$ cat src/rename_pkg.sv
package rename_pkg;

    // Architectural register file depth
    localparam int ARF_SIZE = 32;

    // Program counter of the renamed instruction
    typedef logic [31:0] pc_t;

    // Sequence tag, passed through untouched
    typedef logic [5:0] seq_id_t;

endpackage

$ cat src/isa_pkg.sv
package isa_pkg;

    // Architectural register index, x0 to x31
    typedef logic [4:0] areg_id_t;

    typedef logic [6:0] opcode_t;

    // Major opcodes handled by rename
    localparam opcode_t OPC_OP     = 7'b0110011;
    localparam opcode_t OPC_OP_IMM = 7'b0010011;
    localparam opcode_t OPC_LOAD   = 7'b0000011;
    localparam opcode_t OPC_STORE  = 7'b0100011;
    localparam opcode_t OPC_BRANCH = 7'b1100011;
    localparam opcode_t OPC_LUI    = 7'b0110111;

    // Shift-immediate encodings inside OP_IMM
    localparam logic [2:0] F3_SLLI      = 3'b001;
    localparam logic [2:0] F3_SRLI_SRAI = 3'b101;
    localparam logic [6:0] F7_BASE      = 7'b0000000;
    localparam logic [6:0] F7_ALT       = 7'b0100000; // SRAI and SUB style

    // R-type layout
    typedef struct packed {
        logic [6:0] funct7;
        areg_id_t   rs2;
        areg_id_t   rs1;
        logic [2:0] funct3;
        areg_id_t   rd;
        opcode_t    opcode;
    } inst_rtype_t;

    // I-type layout
    typedef struct packed {
        logic [11:0] imm12;
        areg_id_t    rs1;
        logic [2:0]  funct3;
        areg_id_t    rd;
        opcode_t     opcode;
    } inst_itype_t;

    // One instruction word, read as either format
    typedef union packed {
        inst_rtype_t rtype;
        inst_itype_t itype;
    } inst_word_u;

endpackage
$ cat src/rename_top.sv
`timescale 1ns/1ns

module rename_top import isa_pkg::*, rename_pkg::*; #(
    parameter  int PRF_SIZE = 16,
    localparam int PREG_W   = $clog2(PRF_SIZE)
) (
    input  logic              clk,
    input  logic              rstn,
    // Instruction in
    input  logic              in_valid_i,
    output logic              in_ready_o,
    input  inst_word_u        in_inst_i,
    input  pc_t               in_pc_i,
    input  seq_id_t           in_seq_i,
    // Renamed instruction out
    output logic              out_valid_o,
    input  logic              out_ready_i,
    output pc_t               out_pc_o,
    output seq_id_t           out_seq_o,
    output logic [PREG_W-1:0] out_prs1_o,
    output logic              out_prs1_renamed_o,
    output logic [PREG_W-1:0] out_prs2_o,
    output logic              out_prs2_renamed_o,
    output logic [PREG_W-1:0] out_prd_o,
    output logic              out_has_rd_o,
    output logic              out_illegal_o,
    // Retire
    input  logic              retire_valid_i,
    input  logic              retire_has_rd_i,
    input  areg_id_t          retire_areg_i,
    input  logic [PREG_W-1:0] retire_preg_i
);

    areg_id_t          dec_rs1, dec_rs2, dec_rd;
    logic              dec_rs1_used, dec_rs2_used, dec_rd_used, dec_illegal;
    areg_id_t          map_rd_id0, map_rd_id1;
    logic [PREG_W-1:0] map_rd_preg0, map_rd_preg1;
    logic              map_rd_valid0, map_rd_valid1;
    logic              map_wr_en;
    areg_id_t          map_wr_areg;
    logic [PREG_W-1:0] map_wr_preg;
    logic              can_alloc, alloc;
    logic [PREG_W-1:0] alloc_preg;
    wire               retire_free = retire_valid_i && retire_has_rd_i;

    inst_decoder inst_decoder_i (
        .inst_i(in_inst_i), .rs1_o(dec_rs1), .rs2_o(dec_rs2), .rd_o(dec_rd),
        .rs1_used_o(dec_rs1_used), .rs2_used_o(dec_rs2_used),
        .rd_used_o(dec_rd_used), .illegal_o(dec_illegal)
    );

    rename_stage #(.PRF_SIZE(PRF_SIZE)) rename_stage_i (.*,
        .dec_rs1_i(dec_rs1), .dec_rs2_i(dec_rs2), .dec_rd_i(dec_rd),
        .dec_rs1_used_i(dec_rs1_used), .dec_rs2_used_i(dec_rs2_used),
        .dec_rd_used_i(dec_rd_used), .dec_illegal_i(dec_illegal),
        .map_rd_id0_o(map_rd_id0), .map_rd_id1_o(map_rd_id1),
        .map_rd_preg0_i(map_rd_preg0), .map_rd_preg1_i(map_rd_preg1),
        .map_rd_valid0_i(map_rd_valid0), .map_rd_valid1_i(map_rd_valid1),
        .map_wr_en_o(map_wr_en), .map_wr_areg_o(map_wr_areg), .map_wr_preg_o(map_wr_preg),
        .can_alloc_i(can_alloc), .alloc_preg_i(alloc_preg), .alloc_o(alloc)
    );

    rename_map_table #(.PRF_SIZE(PRF_SIZE)) rename_map_table_i (
        .clk(clk), .rstn(rstn),
        .rd_id0_i(map_rd_id0), .rd_id1_i(map_rd_id1),
        .rd_preg0_o(map_rd_preg0), .rd_preg1_o(map_rd_preg1),
        .rd_valid0_o(map_rd_valid0), .rd_valid1_o(map_rd_valid1),
        .wr_en_i(map_wr_en), .wr_areg_i(map_wr_areg), .wr_preg_i(map_wr_preg),
        .clr_en_i(retire_free), .clr_areg_i(retire_areg_i), .clr_preg_i(retire_preg_i)
    );

    preg_allocator #(.PRF_SIZE(PRF_SIZE)) preg_allocator_i (
        .clk(clk), .rstn(rstn),
        .alloc_i(alloc), .can_alloc_o(can_alloc), .alloc_preg_o(alloc_preg),
        .free_i(retire_free), .free_preg_i(retire_preg_i)
    );

endmodule

$ cat src/rename_stage.sv
`timescale 1ns/1ns

module rename_stage import isa_pkg::*, rename_pkg::*; #(
    parameter  int PRF_SIZE = 16,
    localparam int PREG_W   = $clog2(PRF_SIZE)
) (
    input  logic              clk,
    input  logic              rstn,
    // Input handshake
    input  logic              in_valid_i,
    output logic              in_ready_o,
    input  pc_t               in_pc_i,
    input  seq_id_t           in_seq_i,
    // Output register
    output logic              out_valid_o,
    input  logic              out_ready_i,
    output pc_t               out_pc_o,
    output seq_id_t           out_seq_o,
    output logic [PREG_W-1:0] out_prs1_o,
    output logic              out_prs1_renamed_o,
    output logic [PREG_W-1:0] out_prs2_o,
    output logic              out_prs2_renamed_o,
    output logic [PREG_W-1:0] out_prd_o,
    output logic              out_has_rd_o,
    output logic              out_illegal_o,
    // Decoder fields
    input  areg_id_t          dec_rs1_i,
    input  areg_id_t          dec_rs2_i,
    input  areg_id_t          dec_rd_i,
    input  logic              dec_rs1_used_i,
    input  logic              dec_rs2_used_i,
    input  logic              dec_rd_used_i,
    input  logic              dec_illegal_i,
    // Map table
    output areg_id_t          map_rd_id0_o,
    output areg_id_t          map_rd_id1_o,
    input  logic [PREG_W-1:0] map_rd_preg0_i,
    input  logic [PREG_W-1:0] map_rd_preg1_i,
    input  logic              map_rd_valid0_i,
    input  logic              map_rd_valid1_i,
    output logic              map_wr_en_o,
    output areg_id_t          map_wr_areg_o,
    output logic [PREG_W-1:0] map_wr_preg_o,
    // Allocator
    input  logic              can_alloc_i,
    input  logic [PREG_W-1:0] alloc_preg_i,
    output logic              alloc_o
);

    logic stall;
    logic accept;
    logic rs1_renamed;
    logic rs2_renamed;

    // Needs a destination but no free id
    assign stall      = in_valid_i && dec_rd_used_i && !can_alloc_i;
    assign in_ready_o = (!out_valid_o || out_ready_i) && !stall;
    assign accept     = in_valid_i && in_ready_o;

    assign map_rd_id0_o = dec_rs1_i;
    assign map_rd_id1_o = dec_rs2_i;
    assign rs1_renamed  = dec_rs1_used_i && map_rd_valid0_i;
    assign rs2_renamed  = dec_rs2_used_i && map_rd_valid1_i;

    // Allocate and map in the accept cycle
    assign alloc_o       = accept && dec_rd_used_i;
    assign map_wr_en_o   = alloc_o;
    assign map_wr_areg_o = dec_rd_i;
    assign map_wr_preg_o = alloc_preg_i;

    always_ff @(posedge clk) begin
        if (!rstn) begin
            out_valid_o <= 1'b0;
        end else if (accept) begin
            out_valid_o <= 1'b1;
        end else if (out_ready_i) begin
            out_valid_o <= 1'b0;    // Taken, nothing new behind it
        end
    end

    always_ff @(posedge clk) begin
        if (accept) begin
            out_pc_o           <= in_pc_i;
            out_seq_o          <= in_seq_i;
            out_prs1_o         <= rs1_renamed ? map_rd_preg0_i : '0;
            out_prs1_renamed_o <= rs1_renamed;
            out_prs2_o         <= rs2_renamed ? map_rd_preg1_i : '0;
            out_prs2_renamed_o <= rs2_renamed;
            out_prd_o          <= alloc_preg_i;
            out_has_rd_o       <= dec_rd_used_i;
            out_illegal_o      <= dec_illegal_i;
        end
    end

    a_out_hold: assert property (
        @(posedge clk) disable iff (!rstn)
        out_valid_o && !out_ready_i |=> out_valid_o && $stable({out_pc_o, out_seq_o,
            out_prs1_o, out_prs1_renamed_o, out_prs2_o, out_prs2_renamed_o,
            out_prd_o, out_has_rd_o, out_illegal_o})
    ) else $error("rename output changed while stalled");

endmodule

$ cat src/preg_allocator.sv
`timescale 1ns/1ns

module preg_allocator #(
    parameter  int PRF_SIZE = 16,
    localparam int PREG_W   = $clog2(PRF_SIZE)
) (
    input  logic              clk,
    input  logic              rstn,
    // Allocation side
    input  logic              alloc_i,
    output logic              can_alloc_o,
    output logic [PREG_W-1:0] alloc_preg_o,
    // Free side, from retire
    input  logic              free_i,
    input  logic [PREG_W-1:0] free_preg_i
);

    logic [PREG_W-1:0] head_q;      // Next id to hand out
    logic [PREG_W:0]   count_q;     // Ids in flight, 0 to PRF_SIZE
    logic [PREG_W-1:0] oldest;
    logic              alloc_fire;

    // Top bit set only when every id is in flight
    assign can_alloc_o  = !count_q[PREG_W];
    assign alloc_preg_o = head_q;
    assign alloc_fire   = alloc_i && can_alloc_o;

    // Wraps modulo PRF_SIZE, full case gives head itself
    assign oldest = head_q - count_q[PREG_W-1:0];

    always_ff @(posedge clk) begin
        if (!rstn) begin
            head_q  <= '0;
            count_q <= '0;
        end else begin
            if (alloc_fire) begin
                head_q <= head_q + 1'b1;
            end
            case ({alloc_fire, free_i})
                2'b10:   count_q <= count_q + 1'b1;
                2'b01:   count_q <= count_q - 1'b1;
                default: count_q <= count_q;  // Both or neither
            endcase
        end
    end

    // Circular handout needs retire in allocation order
    a_free_in_order: assert property (
        @(posedge clk) disable iff (!rstn) free_i |-> (free_preg_i == oldest)
    ) else $error("free of %0d, oldest in flight is %0d", free_preg_i, oldest);

    a_free_not_empty: assert property (
        @(posedge clk) disable iff (!rstn) free_i |-> (count_q != '0)
    ) else $error("free with no id in flight");

    a_no_alloc_full: assert property (
        @(posedge clk) disable iff (!rstn) alloc_i |-> can_alloc_o
    ) else $error("alloc requested while allocator is full");

endmodule

$ cat src/rename_map_table.sv
`timescale 1ns/1ns

module rename_map_table import isa_pkg::*, rename_pkg::*; #(
    parameter  int PRF_SIZE = 16,
    localparam int PREG_W   = $clog2(PRF_SIZE)
) (
    input  logic              clk,
    input  logic              rstn,
    // Read ports
    input  areg_id_t          rd_id0_i,
    input  areg_id_t          rd_id1_i,
    output logic [PREG_W-1:0] rd_preg0_o,
    output logic [PREG_W-1:0] rd_preg1_o,
    output logic              rd_valid0_o,
    output logic              rd_valid1_o,
    // Write port from rename
    input  logic              wr_en_i,
    input  areg_id_t          wr_areg_i,
    input  logic [PREG_W-1:0] wr_preg_i,
    // Clear port from retire
    input  logic              clr_en_i,
    input  areg_id_t          clr_areg_i,
    input  logic [PREG_W-1:0] clr_preg_i
);

    logic [PREG_W-1:0]   map_q [ARF_SIZE];
    logic [ARF_SIZE-1:0] valid_q;    // Entry points to a physical reg
    logic                clr_owned;

    assign rd_preg0_o  = map_q[rd_id0_i];
    assign rd_preg1_o  = map_q[rd_id1_i];
    assign rd_valid0_o = valid_q[rd_id0_i];
    assign rd_valid1_o = valid_q[rd_id1_i];

    // Retiring reg still owns the entry
    assign clr_owned = valid_q[clr_areg_i] && (map_q[clr_areg_i] == clr_preg_i);

    always_ff @(posedge clk) begin
        if (wr_en_i) begin
            map_q[wr_areg_i] <= wr_preg_i;
        end
    end

    always_ff @(posedge clk) begin
        if (!rstn) begin
            valid_q <= '0;
        end else begin
            if (clr_en_i && clr_owned) begin
                valid_q[clr_areg_i] <= 1'b0;
            end
            // Later assignment, so a write to the same areg wins
            if (wr_en_i) begin
                valid_q[wr_areg_i] <= 1'b1;
            end
        end
    end

    // Retire of x0 would mean a bogus has_rd upstream
    a_clr_not_x0: assert property (
        @(posedge clk) disable iff (!rstn) clr_en_i |-> (clr_areg_i != '0)
    ) else $error("map clear targets x0");

endmodule

$ cat src/inst_decoder.sv
`timescale 1ns/1ns

module inst_decoder import isa_pkg::*; (
    input  inst_word_u inst_i,
    output areg_id_t   rs1_o,
    output areg_id_t   rs2_o,
    output areg_id_t   rd_o,
    output logic       rs1_used_o,
    output logic       rs2_used_o,
    output logic       rd_used_o,
    output logic       illegal_o
);

    opcode_t opcode;
    logic    shamt_ok;  // Upper imm bits legal for a shift
    logic    use_rs1;
    logic    use_rs2;
    logic    use_rd;

    // Register fields sit at the same bits in every format
    assign opcode = inst_i.itype.opcode;
    assign rs1_o  = inst_i.itype.rs1;
    assign rs2_o  = inst_i.rtype.rs2;
    assign rd_o   = inst_i.itype.rd;

    always_comb begin
        case (inst_i.itype.funct3)
            F3_SLLI:      shamt_ok = (inst_i.itype.imm12[11:5] == F7_BASE);
            F3_SRLI_SRAI: shamt_ok = (inst_i.itype.imm12[11:5] == F7_BASE) ||
                                     (inst_i.itype.imm12[11:5] == F7_ALT);
            default:      shamt_ok = 1'b1;  // Plain immediate ALU ops
        endcase
    end

    always_comb begin
        use_rs1   = 1'b0;
        use_rs2   = 1'b0;
        use_rd    = 1'b0;
        illegal_o = 1'b0;
        case (opcode)
            OPC_OP: begin
                use_rs1 = 1'b1;
                use_rs2 = 1'b1;
                use_rd  = 1'b1;
            end
            OPC_OP_IMM: begin
                use_rs1   = shamt_ok;
                use_rd    = shamt_ok;
                illegal_o = !shamt_ok;
            end
            OPC_LOAD: begin
                use_rs1 = 1'b1;
                use_rd  = 1'b1;
            end
            OPC_STORE, OPC_BRANCH: begin
                use_rs1 = 1'b1;
                use_rs2 = 1'b1;
            end
            OPC_LUI:  use_rd = 1'b1;
            default:  illegal_o = 1'b1;
        endcase
    end

    // x0 is never renamed
    assign rs1_used_o = use_rs1 && (rs1_o != '0);
    assign rs2_used_o = use_rs2 && (rs2_o != '0);
    assign rd_used_o  = use_rd && (rd_o != '0);

endmodule

$ cat config.mk
export PLATFORM = sky130hd
export DESIGN_NAME = rename_top
export DESIGN_NICKNAME = d
export VERILOG_FILES = /design/src/rename_pkg.sv /design/src/isa_pkg.sv /design/src/rename_top.sv /design/src/rename_stage.sv /design/src/preg_allocator.sv /design/src/rename_map_table.sv /design/src/inst_decoder.sv
export SDC_FILE = /design/constraint.sdc
export NUM_CORES = 1
export LEC_CHECK = 0
export BUFFER_PORTS_ARGS = -buffer_cell sky130_fd_sc_hd__buf_2
export CAP_MARGIN = 20
export CORE_MARGIN = 10
export CORE_UTILIZATION = 25
export CTS_CLUSTER_DIAMETER = 150
export DETAILED_ROUTE_END_ITERATION = 10
export PLACE_DENSITY_LB_ADDON = 0.05
export SLEW_MARGIN = 10
export SYNTH_ARGS = -nofsm -noshare
export SYNTH_HDL_FRONTEND = slang
export SYNTH_SLANG_ARGS = --single-unit
$ cat constraint.sdc
create_clock -name clk -period 3.8 [get_ports clk]
set_input_delay 0.57 -clock clk [delete_from_list [all_inputs] [get_ports clk]]
set_output_delay 0.57 -clock clk [all_outputs]
set_load 0.05 [all_outputs]
== Word level (Yosys, flattened, before mapping) ==
Memories as Yosys holds them, arrays and structs flattened. A register that Yosys moved wholly into a read port is not among the register bits.
Index checks and enable logic that the tools add are counted.
Cells by class
  $mul: 0
  reduce and logical (&&, ||, !) cells: 34
  add/sub/neg operators: 3
  shift operators: 0
  muxes and demuxes: 23
  divide/modulo/power cells: 0
  magnitude comparators: 6
  bitwise operators: 3
  eq/ne operators: 12
Operator list (number)
  $mux 32: 3
  $and 32x32->32: 1
  $not 32->32: 1
  $or 32x32->32: 1
  $eq 7x6->1 const B: 4
  $lt 5x6->1 const B: 4
  $logic_and 1x1->1: 16
  $bmux 1 s5: 3
  $reduce_bool 5->1: 3
  $demux 1 s5: 2
  $ge 5x1->1 const B: 2
  $mux 1: 10
  $pmux 5 s2: 1
  $pmux 1 s2: 4
  $eq 7x2->1 const B: 1
  $eq 7x5->1 const B: 1
  $eq 7x7->1 const B: 1
  $logic_not 7->1: 1
  $logic_not 1->1: 6
  $reduce_or 3->1: 2
  $add 5x1->5 const B: 1
  $reduce_or 5->1: 1
  $sub 5x1->5 const B: 1
  $add 4x1->4 const B: 1
  8 further kinds: 10
Word-level totals
  word-level logic and storage cells: 93
  memory bits (writable): 128
  output and inout bits: 56
  latch bits: 0
  memories: 1
  ROM bits: 0
  register bits: 88
  input bits: 85
Memory list
  rename_map_table_i.map_q: depth 32, bits a word 4, rd ports 3, clocked after memory_dff 2, write ports 1, RTL line rename_map_table.sv:26  | logic [PREG_W-1:0] map_q [ARF_SIZE];

== Depth between registers and ports, before layout ==
  depth in word-level cells: 14
  mapped depth: 12
  depth with buffers taken out: 12

== Modules after synthesis ==
A second synthesis with hierarchy kept.
Unflattened totals
  cells, all modules: 785
  area, all modules: 12110.4 sq um
Modules (own cells, without submodules)
  rename_map_table: times used 1, area each 9316.4 sq um, sequential area each 4484.3 sq um, cells an instance 587
  rename_stage: times used 1, area each 1916.8 sq um, sequential area each 1641.6 sq um, cells an instance 92
  preg_allocator: times used 1, area each 590.6 sq um, sequential area each 180.2 sq um, cells an instance 64
  inst_decoder: times used 1, area each 280.3 sq um, sequential area each 0.0 sq um, cells an instance 41
  rename_top: times used 1, area each 6.3 sq um, sequential area each 0.0 sq um, cells an instance 1

== Worst setup path after synthesis ==
Ideal clock, no wire load.
  kind: input-to-reg
  start point: in in_inst_i[10] in the netlist's numbering
  end point: reg rename_stage_i.out_has_rd_o (enable)
  slack: -0.411 ns
  path buffers: 0
  setup time: 0.418 ns
  arrival: 3.793 ns
  cell stages on the path: 5
  data required time: 3.382 ns
  path through: or3_1 or3_1 and2_1 a31oi_1 and2_1
On the way
  longest elaborated chain between the ends: 7
RTL lines
  start: declaration: RTL line rename_top.sv:12  | input inst_word_u in_inst_i,
  $reduce_bool 5->1: RTL line inst_decoder.sv:67  | assign rd_used_o = use_rd && (rd_o != '0);
  $logic_and 1x1->1: RTL line inst_decoder.sv:67
  net dec_rd_used: RTL line rename_top.sv:35  | logic dec_rs1_used, dec_rs2_used, dec_rd_used, dec_illegal;
  $logic_and 1x1->1 (2 in series): RTL line rename_stage.sv:56  | assign stall = in_valid_i && dec_rd_used_i && !can_alloc_i;
  $logic_not 1->1: RTL line rename_stage.sv:57  | assign in_ready_o = (!out_valid_o || out_ready_i) && !stall;
  $logic_and 1x1->1: RTL line rename_stage.sv:57
  net in_ready_o: RTL line rename_top.sv:11  | output logic in_ready_o,
  $logic_and 1x1->1: RTL line rename_stage.sv:58  | assign accept = in_valid_i && in_ready_o;
  net rename_stage_i.accept: RTL line rename_stage.sv:51  | logic accept;
  end signal: assignment: RTL line rename_stage.sv:90  | out_has_rd_o <= dec_rd_used_i;
  end: declaration: RTL line rename_stage.sv:24  | output logic out_has_rd_o,
The timed path passes the listed nets, and every way through them passes these cells.
A chain may end at the register's enable or synchronous reset.

== Worst setup path in the final report ==
  start point: in retire_areg_i[4]
  end point: reg rename_map_table_i.valid_q[30]
On the way
  longest elaborated chain between the ends: 10
  elaborated cells between the ends (all ways): 17
  classes of those cells: order compare (2); eq/ne (1); mux (7); bitwise (3); reduce/logical (3); memory (1)
RTL lines
  start: declaration: RTL line rename_top.sv:30  | input areg_id_t retire_areg_i,
  $lt 5x6->1 (not written as such) or $ge 5x1->1 (tied branches): RTL line rename_map_table.sv:49  | valid_q[clr_areg_i] <= 1'b0;
  $logic_and 1x1->1 (not written as such): RTL line rename_map_table.sv:49
  $mux 1 (not written as such): RTL line rename_map_table.sv:49
  $demux 1 s5
  $not 32->32 (no source line)
  $and 32x32->32 (no source line)
  $mux 32 *: RTL line rename_map_table.sv:48  | if (clr_en_i && clr_owned) begin
  $mux 32 *: RTL line rename_map_table.sv:45  | if (!rstn) begin
  $or 32x32->32 (no source line)
  $mux 32 *: RTL line rename_map_table.sv:52  | if (wr_en_i) begin
  end signal: assignment: RTL line rename_map_table.sv:46  | valid_q <= '0;
  end signal: indexed assignment: RTL line rename_map_table.sv:49
  end signal: indexed assignment: RTL line rename_map_table.sv:53  | valid_q[wr_areg_i] <= 1'b1;
  end: declaration: RTL line rename_map_table.sv:27  | logic [ARF_SIZE-1:0] valid_q;
Mark *: on every way between the ends. The rest lies on a longest branch, timed or not. The select of a mux whose other input is x is not followed.

==> impl_metrics.csv <==
group,metric,value,unit
status,status,"completed",
grt,antenna_found_initial,3,
clocking,h-tree-depth,1,
placed_design,postPlaceCellArea,13620,um^2
route,wire_per_inst,28.49,um
placed_design,routabilityCongestion,0.8055,
grt,met2_usage,0.2491,
grt,top_usage_layer,"met2",
grt,use_met1,0.2183,
yosys,synthDistinctLibCells,69,
yosys,synth_mux_area_frac,0.2667,
timing,slew_violations,0,
yosys,netlist_instances,816,
yosys,synth_flop_cell,"edfxtp_1",
final_layout,diodes,0,
timing,maxClockFrequency,0.3065,GHz
final_layout,fin_area,14580,um^2
setup_path,crit_slowest_cell,"or4bb_1",
die,pin_count,141,
die,die_area,56660,um^2
route,drc_errors,0,
timing,period_minus_slack,3.262,ns
grt,grt_pass1_wl,65470,um
setup_path,critPathBufInv,1,
yosys,synth_edf_count,182,
setup_path,cp_cell_sequence,"buf_2 > or4bb_1 > o22ai_1 > nor4_1 > a21oi_1 > o22ai_1 > or4b_1 > o31a_1",
route,routed_wl,46190,um
yosys,synthXorXnorAreaFrac,0.005896,
pwr,p_leak,5.350,nW
yosys,synth_area_leaders,"edfxtp_1 (46%), mux4_2 (20%), dfxtp_1 (7.1%), mux2i_1 (5.7%), nor2_1 (2.0%)",
clocking,post_cts_buffers,0,
final_layout,final_core_util,0.3119,
timing,fin_crit_sh,0.8585,
setup_path,crit_arrival,3.71,ns
yosys,synth_top_family_by_area,"multiplexers",
run,cap_violations,0,
route,first_iter_violations,650,
yosys,ys_seq_elements,224,
timing,slew_headroom,0.4464,
clocking,insertion_delay,0.56,ns
clocking,clock_path_buffers,3,
timing,setup_tns,0,ns
clocking,cts_hold_buffers,0,
yosys,synthAdderAreaFrac,0.004211,
yosys,synth_simple_gate_area_frac,0.08296,
grt,grt_max_degree,52,
yosys,avgSynthCellArea,14.56,um^2
clocking,numClockSinks,224,
die,die_y,238.0,um
clocking,cts_resized,0,
yosys,synth_compound_area_frac,0.07781,
yosys,synth_top_area_cell,"edfxtp_1",
timing,finalSetupViolCount,0,
route,vias,8438,
final_layout,final_layout_size_suffix_gt1_frac,0.3649,
pwr,power_density,421.3,nW/um^2
timing,rsz0062_at_grt,"false",
clocking,numCtsBuffers,29,
setup_path,startpoint_type,"input port",
route,drtAntennaViolNets,0,
yosys,syn_area,11880,um^2
hold_path,min_path_type,"input port to flop",
placed_design,port_buffers,140,
die,core,46750,um^2
setup_path,required,4.24,ns
grt,grt-ovfl-total,0,
yosys,synth_top_area_share,0.4599,
timing,hold_viol,0,
final_layout,synthToLayoutAreaGrowth,22.70,%
grt,grt_usage,0.1597,
grt,met3_usage,0.03827,
placed_design,place_ws,0.04817,ns
final_layout,final_nets,1082,
setup_path,cp_slowest_stage_delay,0.73,ns
timing,setup_slack,0.5376,ns
clocking,cts_tree,"built",
setup_path,cp_max_fo,22,
clocking,clk_pin_slew,0.06,ns
pwr,ir_worst_vdd,0.3050,mV
clocking,clock-root-buffer,"clkbuf_16",
die,start_util,0.2542,
die,die_x,238.0,um
setup_path,crit_family,"simple AND/OR/NAND/NOR gates",
yosys,ys_seq_area_frac,0.5306,
route,firstDrtPassIters,5,
die,row_count,79,
setup_path,path_class,"input port to flop",
route,vias_per_cell,5.205,
yosys,yosysWarnings,0,
timing,fin_skew,0.009349,ns
placed_design,post-dp-hpwl,34060,um
setup_path,crit_top_cell,"o22ai_1",
setup_path,end_kind,"flop",
timing,max_slew.worst_pin.slew,0.8304,ns
grt,grt_pass1_vias,8535,
timing,timing.hold.ws,0.1830,ns
yosys,ys_async_sr_fraction,0,
## flip-flops by register name, indices dropped and copies added, names as in the netlist, 4 cells and up
register and flops:
rename_map_table_i.map_q 128, rename_map_table_i.valid_q 32, rename_stage_i.out_pc_o 32, rename_stage_i.out_seq_o 6, preg_allocator_i.count_q 5, preg_allocator_i.alloc_preg_o 4
rename_stage_i.out_prd_o 4, rename_stage_i.out_prs1_o 4, rename_stage_i.out_prs2_o 4
## final cells by class
class / instances / area [um^2]
Timing Repair Buffer: 202 / 1244
Fill cell: 4658 / 32170
Inverter: 26 / 97.59
Sequential cell: 224 / 6307
Tap cell: 607 / 759.5
Clock inverter: 18 / 212.7
Multi-Input combinational cell: 510 / 5216
Clock buffer: 34 / 744.5
## logic make-up after synthesis
kind of cell | after synthesis
AOI/OAI and AO/OA | 132
xor gates and xnor gates | 8
adders and majority gates | 4
buffers and inverters | 85
DFF | 224
muxes | 181
other | 1
and+or+nand+nor | 181
## worst register-to-register path: cells and delay by family (launching register included)
family	cells	cell delay, ns
and+or+nand+nor	3	1.37
DFF	1	0.43
AOI/OAI and AO/OA	3	0.59
muxes	1	0.34
## per-stage QoR
step / instances / power (mW)
after CTS: 1621 / 6.245
after global routing: 1621 / 6.383
after floorplan: 819 / 3.169
after detailed placement: 1569 / 3.391
final: 1621 / 6.143
after global placement: 1569 / 3.394
## Yosys cell counts (all sizes together) (2+ instances only)
cell	instances
edfxtp	182
mux4	108
mux2i	68
nor2	63
dfxtp	42
clkbuf	31
o21ai	30
buf	28
inv	26
o22ai	25
nand2	23
nor3	15
a32oi	14
a21oi	13
nand2b	10
nor4	10
a31oi	9
o21a	8
o32ai	8
or3	8
or4b	6
and2	5
mux2	5
nand3	5
nand4	5
o31a	5
a211oi	4
ha	4
nor2b	4
or2	4
xnor2	4
xor2	4
a311oi	3
and3	3
nand3b	3
nand4b	3
or3b	3
or4	3
or4bb	3
o41a	2
o41ai	2
## placed cells by master (no fill, tap or decap), types with 14 or more instances in the layout
cell and count:
a32oi_1 14, buf_2 139, buf_4 57, clkbuf_16 29, dfxtp_1 41, edfxtp_1 182, inv_1 26, mux2i_1 68
mux4_2 108, nand2_1 23, nor2_1 63, nor3_1 15, o21ai_0 29, o22ai_1 25
## per-layer routing
metal,routed length [um],vias up
met5,11,-
met2,20590,323
li1,-,3708
met4,1118,2
met3,3503,63
met1,20970,4342
## where the power goes
part           internal (mW)  switching [mW]
Combinational          0.213           0.400
Clock                   1.72            1.09
Sequential              2.69          0.0315
Total                   4.62            1.52
## final timing paths
check / cells after the start / slack, ns / endpoint / from
max: 8 / 0.54 / rename_map_table_i.valid_q[30] / retire_areg_i[4]
min: 1 / 0.18 / rename_stage_i.out_pc_o[17] / in_pc_i[17]
min reg2reg: 2 / 0.44 / rename_map_table_i.valid_q[0] / rename_map_table_i.valid_q[0]
max reg2reg: 7 / 0.96 / rename_map_table_i.valid_q[30] / rename_map_table_i.map_q[1][2]
Note: power is estimated with default switching activity, not from simulation.
